===== src/md_pkg.sv =====
package md_pkg;

    // operand width, fixed by the register file
    localparam int xlen = 32;

    // request opcodes seen by the unit
    typedef enum logic [2:0] {
        md_mult  = 3'd0,
        md_multu = 3'd1,
        md_div   = 3'd2,
        md_divu  = 3'd3,
        md_mthi  = 3'd4,
        md_mtlo  = 3'd5
    } md_op_t;

    // control FSM states
    typedef enum logic [1:0] {
        st_idle = 2'd0,
        st_mul  = 2'd1,
        st_div  = 2'd2
    } md_state_t;

    // product: hi is the upper half
    // division: hi is the remainder, lo the quotient
    typedef struct packed {
        logic [xlen-1:0] hi;
        logic [xlen-1:0] lo;
    } md_result_t;

endpackage


===== src/booth_multiplier.sv =====
`timescale 1ns/10ps

module booth_multiplier (
    input  logic                   clk,
    input  logic                   rst_n,
    input  logic                   mul_start,
    input  logic                   is_signed,
    input  logic [md_pkg::xlen-1:0] a_val,
    input  logic [md_pkg::xlen-1:0] b_val,
    output logic                   mul_done,
    output md_pkg::md_result_t     mul_res
);

    localparam int w     = md_pkg::xlen;
    // one guard bit so the unsigned form stays positive, one more to round to digits
    localparam int ext_w = w + 2;
    localparam int acc_w = 2 * w + 2;
    localparam int steps = ext_w / 2;

    logic [ext_w-1:0] a_ext;
    logic [ext_w-1:0] b_ext;

    // multiplier with the implied zero below bit 0
    logic [ext_w:0]   mplr;
    // multiplicand already shifted to the current digit position
    logic [acc_w-1:0] mcand;
    logic [acc_w-1:0] acc;
    logic [acc_w-1:0] pp;

    logic [4:0]       step_cnt;
    logic             running;

    always_comb begin
        if (is_signed) begin
            a_ext = {{2{a_val[w-1]}}, a_val};
            b_ext = {{2{b_val[w-1]}}, b_val};
        end else begin
            a_ext = {2'b00, a_val};
            b_ext = {2'b00, b_val};
        end
    end

    // radix-4 recoding of the low triple into 0, +-M or +-2M
    always_comb begin
        case (mplr[2:0])
            3'b001, 3'b010: pp = mcand;
            3'b011:         pp = mcand << 1;
            3'b100:         pp = -(mcand << 1);
            3'b101, 3'b110: pp = -mcand;
            default:        pp = '0;
        endcase
    end

    always_ff @(posedge clk) begin
        if (!rst_n) begin
            running  <= 1'b0;
            mul_done <= 1'b0;
            step_cnt <= '0;
        end else begin
            mul_done <= 1'b0;
            if (mul_start) begin
                running  <= 1'b1;
                step_cnt <= '0;
            end else if (running) begin
                step_cnt <= step_cnt + 5'd1;
                // last digit added on this edge
                if (step_cnt == 5'(steps - 1)) begin
                    running  <= 1'b0;
                    mul_done <= 1'b1;
                end
            end
        end
    end

    always_ff @(posedge clk) begin
        if (mul_start) begin
            mplr  <= {a_ext, 1'b0};
            mcand <= {{w{b_ext[ext_w-1]}}, b_ext};
            acc   <= '0;
        end else if (running) begin
            // next triple overlaps the top bit of this one
            mplr  <= mplr >> 2;
            mcand <= mcand << 2;
            acc   <= acc + pp;
        end
    end

    // the two guard bits of the sum are dropped
    assign mul_res = md_pkg::md_result_t'(acc[2*w-1:0]);

    a_no_restart_while_running: assert property (
        @(posedge clk) disable iff (!rst_n)
        running |-> !mul_start
    );

endmodule


===== src/restoring_divider.sv =====
`timescale 1ns/10ps

module restoring_divider (
    input  logic                    clk,
    input  logic                    rst_n,
    input  logic                    div_start,
    input  logic                    is_signed,
    input  logic [md_pkg::xlen-1:0] a_val,
    input  logic [md_pkg::xlen-1:0] b_val,
    output logic                    div_done,
    output md_pkg::md_result_t      div_res
);

    localparam int w = md_pkg::xlen;

    logic [w-1:0] a_mag;
    logic [w-1:0] b_mag;

    // partial remainder, dividend bits turning into quotient bits, divisor
    logic [w-1:0] rem;
    logic [w-1:0] quo;
    logic [w-1:0] dvs;

    logic         neg_q;
    logic         neg_r;
    logic         dvz;

    logic [w:0]   shifted;
    logic [w:0]   diff;

    logic [4:0]   iter_cnt;
    logic         running;
    logic         fix_pend;

    always_comb begin
        a_mag = a_val;
        b_mag = b_val;
        if (is_signed && a_val[w-1]) begin
            a_mag = -a_val;
        end
        if (is_signed && b_val[w-1]) begin
            b_mag = -b_val;
        end
    end

    // trial subtract of the divisor from the shifted remainder
    always_comb begin
        shifted = {rem, quo[w-1]};
        diff    = shifted - {1'b0, dvs};
    end

    always_ff @(posedge clk) begin
        if (!rst_n) begin
            running  <= 1'b0;
            fix_pend <= 1'b0;
            div_done <= 1'b0;
            iter_cnt <= '0;
        end else begin
            div_done <= 1'b0;
            fix_pend <= 1'b0;
            if (div_start) begin
                running  <= 1'b1;
                iter_cnt <= '0;
            end else if (running) begin
                iter_cnt <= iter_cnt + 5'd1;
                if (iter_cnt == 5'(w - 1)) begin
                    running  <= 1'b0;
                    fix_pend <= 1'b1;
                end
            end else if (fix_pend) begin
                div_done <= 1'b1;
            end
        end
    end

    always_ff @(posedge clk) begin
        if (div_start) begin
            rem   <= '0;
            quo   <= a_mag;
            dvs   <= b_mag;
            neg_q <= is_signed && (a_val[w-1] ^ b_val[w-1]);
            neg_r <= is_signed && a_val[w-1];
            dvz   <= (b_val == '0);
        end else if (running) begin
            if (!diff[w]) begin
                rem <= diff[w-1:0];
                quo <= {quo[w-2:0], 1'b1};
            end else begin
                rem <= shifted[w-1:0];
                quo <= {quo[w-2:0], 1'b0};
            end
        end
    end

    // sign fix; remainder follows the dividend, so a zero divisor
    // returns the dividend there on its own
    always_ff @(posedge clk) begin
        if (fix_pend) begin
            div_res.hi <= neg_r ? -rem : rem;
            if (dvz) begin
                div_res.lo <= '1;
            end else begin
                div_res.lo <= neg_q ? -quo : quo;
            end
        end
    end

    a_no_restart_while_running: assert property (
        @(posedge clk) disable iff (!rst_n)
        (running || fix_pend) |-> !div_start
    );

endmodule


===== src/hilo_control.sv =====
`timescale 1ns/10ps

module hilo_control (
    input  logic                    clk,
    input  logic                    rst_n,
    input  logic                    start,
    input  md_pkg::md_op_t          op,
    input  logic [md_pkg::xlen-1:0] rs_val,
    input  logic [md_pkg::xlen-1:0] rt_val,
    input  logic                    mul_done,
    input  md_pkg::md_result_t      mul_res,
    input  logic                    div_done,
    input  md_pkg::md_result_t      div_res,
    output logic                    mul_start,
    output logic                    div_start,
    output logic                    is_signed,
    output logic [md_pkg::xlen-1:0] a_val,
    output logic [md_pkg::xlen-1:0] b_val,
    output md_pkg::md_result_t      hilo,
    output logic                    busy
);

    md_pkg::md_state_t state;
    logic              accept;

    assign busy   = (state != md_pkg::st_idle);
    // requests while an engine runs are dropped
    assign accept = start && !busy;

    always_ff @(posedge clk) begin
        if (!rst_n) begin
            state     <= md_pkg::st_idle;
            mul_start <= 1'b0;
            div_start <= 1'b0;
            hilo      <= '0;
        end else begin
            mul_start <= 1'b0;
            div_start <= 1'b0;
            case (state)
                md_pkg::st_idle: begin
                    if (accept) begin
                        case (op)
                            md_pkg::md_mult, md_pkg::md_multu: begin
                                mul_start <= 1'b1;
                                state     <= md_pkg::st_mul;
                            end
                            md_pkg::md_div, md_pkg::md_divu: begin
                                div_start <= 1'b1;
                                state     <= md_pkg::st_div;
                            end
                            // register moves finish at the accepting edge
                            md_pkg::md_mthi: hilo.hi <= rs_val;
                            md_pkg::md_mtlo: hilo.lo <= rs_val;
                            default: ;
                        endcase
                    end
                end
                md_pkg::st_mul: begin
                    if (mul_done) begin
                        hilo  <= mul_res;
                        state <= md_pkg::st_idle;
                    end
                end
                md_pkg::st_div: begin
                    if (div_done) begin
                        hilo  <= div_res;
                        state <= md_pkg::st_idle;
                    end
                end
                default: state <= md_pkg::st_idle;
            endcase
        end
    end

    // operands held for the engines while they run
    always_ff @(posedge clk) begin
        if (accept) begin
            a_val     <= rs_val;
            b_val     <= rt_val;
            is_signed <= (op == md_pkg::md_mult) || (op == md_pkg::md_div);
        end
    end

    a_mul_done_only_when_started: assert property (
        @(posedge clk) disable iff (!rst_n)
        mul_done |-> (state == md_pkg::st_mul)
    );

    a_div_done_only_when_started: assert property (
        @(posedge clk) disable iff (!rst_n)
        div_done |-> (state == md_pkg::st_div)
    );

endmodule


===== src/mul_div_unit.sv =====
`timescale 1ns/10ps

module mul_div_unit (
    input  logic                    clk,
    input  logic                    rst_n,
    input  logic                    start,
    input  md_pkg::md_op_t          op,
    input  logic [md_pkg::xlen-1:0] rs_val,
    input  logic [md_pkg::xlen-1:0] rt_val,
    output md_pkg::md_result_t      hilo,
    output logic                    busy
);

    logic                    mul_start;
    logic                    div_start;
    logic                    is_signed;
    logic [md_pkg::xlen-1:0] a_val;
    logic [md_pkg::xlen-1:0] b_val;
    logic                    mul_done;
    logic                    div_done;
    md_pkg::md_result_t      mul_res;
    md_pkg::md_result_t      div_res;

    hilo_control u_ctrl (
        .clk       (clk),
        .rst_n     (rst_n),
        .start     (start),
        .op        (op),
        .rs_val    (rs_val),
        .rt_val    (rt_val),
        .mul_done  (mul_done),
        .mul_res   (mul_res),
        .div_done  (div_done),
        .div_res   (div_res),
        .mul_start (mul_start),
        .div_start (div_start),
        .is_signed (is_signed),
        .a_val     (a_val),
        .b_val     (b_val),
        .hilo      (hilo),
        .busy      (busy)
    );

    booth_multiplier u_mul (
        .clk       (clk),
        .rst_n     (rst_n),
        .mul_start (mul_start),
        .is_signed (is_signed),
        .a_val     (a_val),
        .b_val     (b_val),
        .mul_done  (mul_done),
        .mul_res   (mul_res)
    );

    restoring_divider u_div (
        .clk       (clk),
        .rst_n     (rst_n),
        .div_start (div_start),
        .is_signed (is_signed),
        .a_val     (a_val),
        .b_val     (b_val),
        .div_done  (div_done),
        .div_res   (div_res)
    );

endmodule


===== config.mk =====
export PLATFORM = sky130hd
export DESIGN_NAME = mul_div_unit
export DESIGN_NICKNAME = d
export VERILOG_FILES = /design/src/md_pkg.sv /design/src/booth_multiplier.sv /design/src/restoring_divider.sv /design/src/hilo_control.sv /design/src/mul_div_unit.sv
export SDC_FILE = /design/constraint.sdc
export NUM_CORES = 1
export LEC_CHECK = 0
export BUFFER_PORTS_ARGS = -buffer_cell sky130_fd_sc_hd__buf_2
export CAP_MARGIN = 40
export CORE_MARGIN = 3
export CORE_UTILIZATION = 53
export CTS_BUF_LIST = sky130_fd_sc_hd__clkbuf_8
export DETAILED_ROUTE_END_ITERATION = 10
export HOLD_SLACK_MARGIN = 0.1
export PLACE_DENSITY = 0.8
export SYNTH_ARGS = -nofsm -noshare
export SYNTH_HDL_FRONTEND = slang
export SYNTH_SLANG_ARGS = --single-unit
export TNS_END_PERCENT = 10

===== constraint.sdc =====
create_clock -name clk -period 6 [get_ports clk]
set_clock_uncertainty 0.15 [all_clocks]
set_input_delay 1.2 -clock clk [delete_from_list [all_inputs] [get_ports clk]]
set_output_delay 1.2 -clock clk [all_outputs]
set_load 0.01 [all_outputs]

### Yosys cells after proc, flatten, opt, wreduce, memory -nomap -nowiden

Index checks and enable logic that the tools add are counted.
W data, S select, Z words.

| storage, ports and cells | value |
|---|---|
| flip-flop bits (word level) | 478 |
| latch bits | 0 |
| bits in writable memories | 0 |
| bits in read-only memories | 0 |
| logic and storage cells | 125 |
| memories | 0 |

| cells by class | value |
|---|---|
| add/sub/neg operators | 10 |
| multipliers | 0 |
| divide/modulo/power cells | 0 |
| $lt $le $gt $ge | 0 |
| eq/ne operators | 21 |
| shift-type cells | 0 |
| mux-type cells | 37 |
| bitwise operators | 4 |
| reductions and logical operators | 26 |

Operators by type and width:

| kind | number |
|---|---|
| $mux W32 | 9 |
| $pmux W66 S4 | 1 |
| $mux W64 | 3 |
| $pmux W64 S3 | 1 |
| $mux W66 | 2 |
| $neg A66 Y66 | 2 |
| $neg A32 Y32 | 4 |
| $mux W35 | 2 |
| $mux W34 | 2 |
| $add A66 B66 Y66 | 1 |
| $sub A33 B32 Y33 | 1 |
| $logic_not A32 Y1 | 1 |
| $eq A3 B3 Y1 const B | 5 |
| $eq A3 B2 Y1 const B | 4 |
| $mux W1 | 12 |
| $reduce_or A2 Y1 | 6 |
| $add A5 B1 Y5 const B | 2 |
| $eq A5 B5 Y1 const B | 2 |
| $reduce_and A5 Y1 | 2 |
| $reduce_or A3 Y1 | 3 |
| $eq A3 B1 Y1 const B | 2 |
| $mux W2 | 3 |
| $ne A2 B1 Y1 const B | 3 |
| $pmux W2 S3 | 1 |
| 16 further kinds | 24 |

### Depth between registers and ports, before layout

| logic depth | value |
|---|---|
| depth after elaboration | 5 |
| depth in mapped cells | 23 |
| gate-level depth less buffers | 22 |

### Cells and area by module

A second synthesis with hierarchy kept.

| second synthesis, totals | value |
|---|---|
| cells, all modules | 3258 |
| area, all modules | 29886.2 um^2 |

By module, submodules not included:

| module | instances | cells an instance | area an instance (um^2) |
|---|---|---|---|
| booth_multiplier | 1 | 1644 | 13596.8 |
| restoring_divider | 1 | 1119 | 10518.8 |
| hilo_control | 1 | 495 | 5770.5 |

### Worst setup path after synthesis

OpenSTA, ideal clock, no wires.

| path | value |
|---|---|
| kind | reg2reg |
| from | register u_mul.mcand[11] |
| to | register u_mul.acc[61] |
| library setup time | 117 ps |
| arrival time | 5144 ps |
| slack | 589 ps |
| cell stages (with the launch flop) | 23 |
| clock period less this slack | 5411 ps |
| path through | edfxtp_1 clkbuf_1 nor4_1 or4b_1 buf_2 nor4_2 nand2b_1 or3_1 or3_1 xnor2_1 a221oi_1 a31oi_1 ha_1 clkbuf_1 nand2_1 or3_1 nor2_1 nor2_1 o21ai_0 a311oi_1 a22oi_1 xor2_1 a22o_1 |

| on the way | value |
|---|---|
| longest elaborated chain between the ends | 3 |

RTL lines:

| what | line | text |
|---|---|---|
| start, declared | booth_multiplier.sv:26 | `logic [acc_w-1:0] mcand;` |
| start signal, assigned | booth_multiplier.sv:78 | `mcand <= {{w{b_ext[ext_w-1]}}, b_ext};` |
| start signal, assigned | booth_multiplier.sv:83 | `mcand <= mcand << 2;` |
| $neg A66 Y66 (on tied branches) | booth_multiplier.sv:49, booth_multiplier.sv:48 |  |
| $pmux W66 S4 (*) | booth_multiplier.sv:45 | `case (mplr[2:0])` |
| $add A66 B66 Y66 (*) | booth_multiplier.sv:84 | `acc <= acc + pp;` |
| end signal, assigned | booth_multiplier.sv:84 |  |
| end, declared | booth_multiplier.sv:27 | `logic [acc_w-1:0] acc;` |

Every way passes the cells marked *; elsewhere a longest branch is shown, timed or not.
A chain may end at the register's enable or synchronous reset.

### Worst setup path in the final report

| path | value |
|---|---|
| from | register u_mul.mcand[6] |
| to | register u_mul.acc[52] |

The elaborated chain is that of the path after synthesis.

==> impl_summary.log <==
[metrics] run status: finished, final reports clean
[metrics] number of storage elements in the synthesis netlist: 473
[metrics] number of top-level pins: 135
[metrics] average cell area after synthesis: 9.01 um2
[metrics] number of nets with antenna violations after detailed routing: 0
[metrics] area of the core region: 54500 um2
[metrics] count of routing violations after the opening detailed-route iteration: 3013
[metrics] dominant register cell in the synthesized netlist: edfxtp_1
[metrics] gate count of the mapped netlist: 3270
[metrics] top post-synthesis cells by area: edfxtp_1 (30%), dfxtp_1 (12%), xnor2_1 (5.1%)
[metrics] final period utilization: 95.9%
[metrics] number of design rule violations left after detail routing: 0
[metrics] final setup TNS: 0 ns
[metrics] static leakage: 12.7 nW
[metrics] worst reg2reg path startpoint: u_mul.mcand[6]
[metrics] H-tree depth reported by CTS: 3
[metrics] number of warnings reported in the yosys synthesis log: 0
[metrics] type of element launching the critical path: flip-flop
[metrics] buffer levels on the longest clock path: 3
[metrics] Achievable Freq: 0.174 GHz
[metrics] Final HPWL DP: 66700 um
[metrics] IO Port Bufs: 134
[metrics] class of the worst hold path: flip-flop to flip-flop
[metrics] crit path from: u_mul.mcand[6]
[metrics] share of layout cells above drive strength 1: 12.4%
[metrics] Final Max Tran Viols: 0
[metrics] Worst Setup Path Type: flip-flop to flip-flop
[metrics] clk sink count: 473
[metrics] pre-CTS setup slack: 0.303 ns
[metrics] clock tree from TritonCTS: done
[metrics] Setup-failing EPs final: 0
[metrics] number of buffers added to fix hold violations after cts: 0
[metrics] max-cap viol count: 0
[metrics] Avg Vias per Cell: 6.22
[metrics] power per cell area: 368 nW/um2
[metrics] cell area after synthesis: 29500 um2
[metrics] type of destination of the critical path: flip-flop
[metrics] vias in the first global route: 24153
[metrics] Die Width: 242 um
[metrics] Final Hold Violating Endpoints: 0
[metrics] area enclosed by the die boundary: 58500 um2
[metrics] initial core utilization: 54.1%
[metrics] headroom to the max-slew limit: 36.9%
[metrics] number of antenna violations at the first check in global routing: 1
[metrics] clock buffers created by TritonCTS: 82
[metrics] hold_sp: u_mul.acc[37]
[metrics] cell types with the highest counts after synthesis: a21oi_1 (299), edfxtp_1 (293), nand2_1 (288)
[metrics] row count: 85
[metrics] clock-pin slew of the registers on the worst-case setup and hold paths: 0.07 ns
[metrics] total wire length: 90700 um
[metrics] Post-synth ARST share: 0%
[metrics] gpl congestion: 0.999
[metrics] Cell variety after synth: 72
[metrics] transition time at the pin with the least slew margin: 0.938 ns
[metrics] most frequently used cell type in the post-synthesis netlist: a21oi_1
[metrics] DR pass1 iterations: 6
[metrics] largest net degree at the start of global routing: 80
[metrics] nets: 3560
[metrics] highest net fanout along the worst path: 6
[metrics] arrival time of the worst setup path: 6.25 ns
[metrics] sum of overflow across all layers after global routing: 0
[metrics] total global routing track utilization: 30.0%
[metrics] post-synthesis net count: 3450
[metrics] minimum clock period after layout: 5.76 ns
[metrics] cell taking the most area after synthesis: edfxtp_1
[metrics] clock root buffer: clkbuf_8
[metrics] Syn-to-layout area delta: 11.6%
[metrics] final routed wire length divided by cell count: 21.7 um
[metrics] clock latency at the later pin of the worst-skew pair: 0.70 ns
[metrics] vias: 26069
[metrics] portion of synthesized cell area occupied by the leading cell type: 29.9%
[metrics] EDFF count, synth: 293
[metrics] proportion of synthesized chip area in sequential cells: 42.1%
[metrics] required time of the worst setup path: 6.49 ns
[metrics] Worst Setup Slack, final: 0.244 ns
[metrics] first-pass GRT wire length: 140000 um
[metrics] vertical die dimension: 242 um
[metrics] Peak supply drop: 0.276 mV
## where the power goes
group,internal (W),switching [W]
combinational,0.00186,0.00270
clock,0.00157,0.00144
sequential,0.00393,0.000608
## kinds of logic (layout without fill, tap and decap cells)
family | after synthesis | after routing | share of synthesized area, %
mux | 82 | 82 | 2.90
other cells | 0 | 2 | 0
fa+ha+maj | 110 | 110 | 4.72
buf+inv | 325 | 504 | 4.19
simple gates | 965 | 965 | 15.7
compound gates | 1029 | 1029 | 21.9
xor+xnor | 286 | 286 | 8.50
flops | 473 | 473 | 42.1
## critical path, stage by stage (launching register included)
cell	delay, ns
edfxtp_1	0.45
nor3_1	0.35
nand4_1	0.25
or3_1	0.49
or3_1	0.43
nor3_1	0.28
nor2_1	0.09
xor2_1	0.16
a221oi_1	0.29
nor2_1	0.16
ha_1	0.41
nand2_1	0.12
o41ai_1	0.83
a21o_1	0.33
a21bo_2	0.27
a21oi_1	0.14
or4_1	0.41
nand3_1	0.08
## path summary, 6_finish.rpt
| path | end | slack [ns] | depth (start not counted) |
|---|---|---|---|
| setup / recovery | u_mul.acc[52] | 0.24 | 17 |
| hold / removal | u_mul.acc[37] | 0.33 | 2 |
| setup reg to reg | u_mul.acc[52] | 0.24 | 17 |
| hold reg to reg | u_mul.acc[37] | 0.33 | 2 |
## placed cells by master (no fill, tap or decap), drive strengths merged, types with 26 or more instances in the layout
cell,n
nor2b,82
nor3,51
clkbuf,93
nor2,285
inv,148
nor4,32
a211oi,96
xor2,113
nand2,288
nand2b,30
mux2,28
ha,108
a21oi,299
mux2i,54
a22o,36
edfxtp,293
a22oi,86
nand3,28
or4,28
a31oi,36
nand4,36
o31ai,26
xnor2,173
or3,34
o21ai,250
a21o,71
buf,234
dfxtp,180
## flip-flops by register name (all words and copies together) (netlist names), 2 cells and up
signal / cells
u_mul.mcand: 64
u_mul.acc: 64
u_ctrl.b_val: 32
u_mul.step_cnt: 5
u_ctrl.a_val: 32
u_mul.mplr: 34
u_div.rem: 32
u_div.iter_cnt: 5
u_ctrl.state: 2
u_div.div_res: 64
u_div.quo: 32
u_ctrl.hilo: 64
u_div.dvs: 32
## what timing repair did
| item | CTS | global route |
|---|---|---|
| buffers inserted | 0 | 2 |
| setup endpoints to repair | 0 | 18 |
| resized for setup | 0 | 13 |
## area by class of cell
cell class / count / area, um2
Timing Repair Buffer: 234 / 1510
Clock buffer: 93 / 1280
Inverter: 117 / 442
Multi-Input combinational cell: 2472 / 15900
Sequential cell: 473 / 12400
Clock inverter: 60 / 365
Antenna cell: 2 / 5.00
Fill cell: 4669 / 21600
Tap cell: 739 / 925
## metrics by stage
stage	instance area [um2]	cells	power (W)	hold WS (ns)	utilization, %
floorplan	29500	3270	0.00773	0.304	-
global placement	31100	4028	0.00897	0.320	57.1
detailed placement	31200	4033	0.00903	0.329	57.3
CTS	32800	4186	0.0120	0.336	60.3
global route	32900	4188	0.0128	0.358	60.4
finish	32900	4190	0.0121	0.333	60.4
## routing by layer
layer	up-vias	track usage [%]	share of wire (%)
li1	12217	-	-
met1	12350	41.2	42
met2	1288	46.7	44
met3	214	5.76	9.5
met4	0	12.3	4.2
met5	-	0	0
No activity file was read; power rests on OpenSTA's default activity.
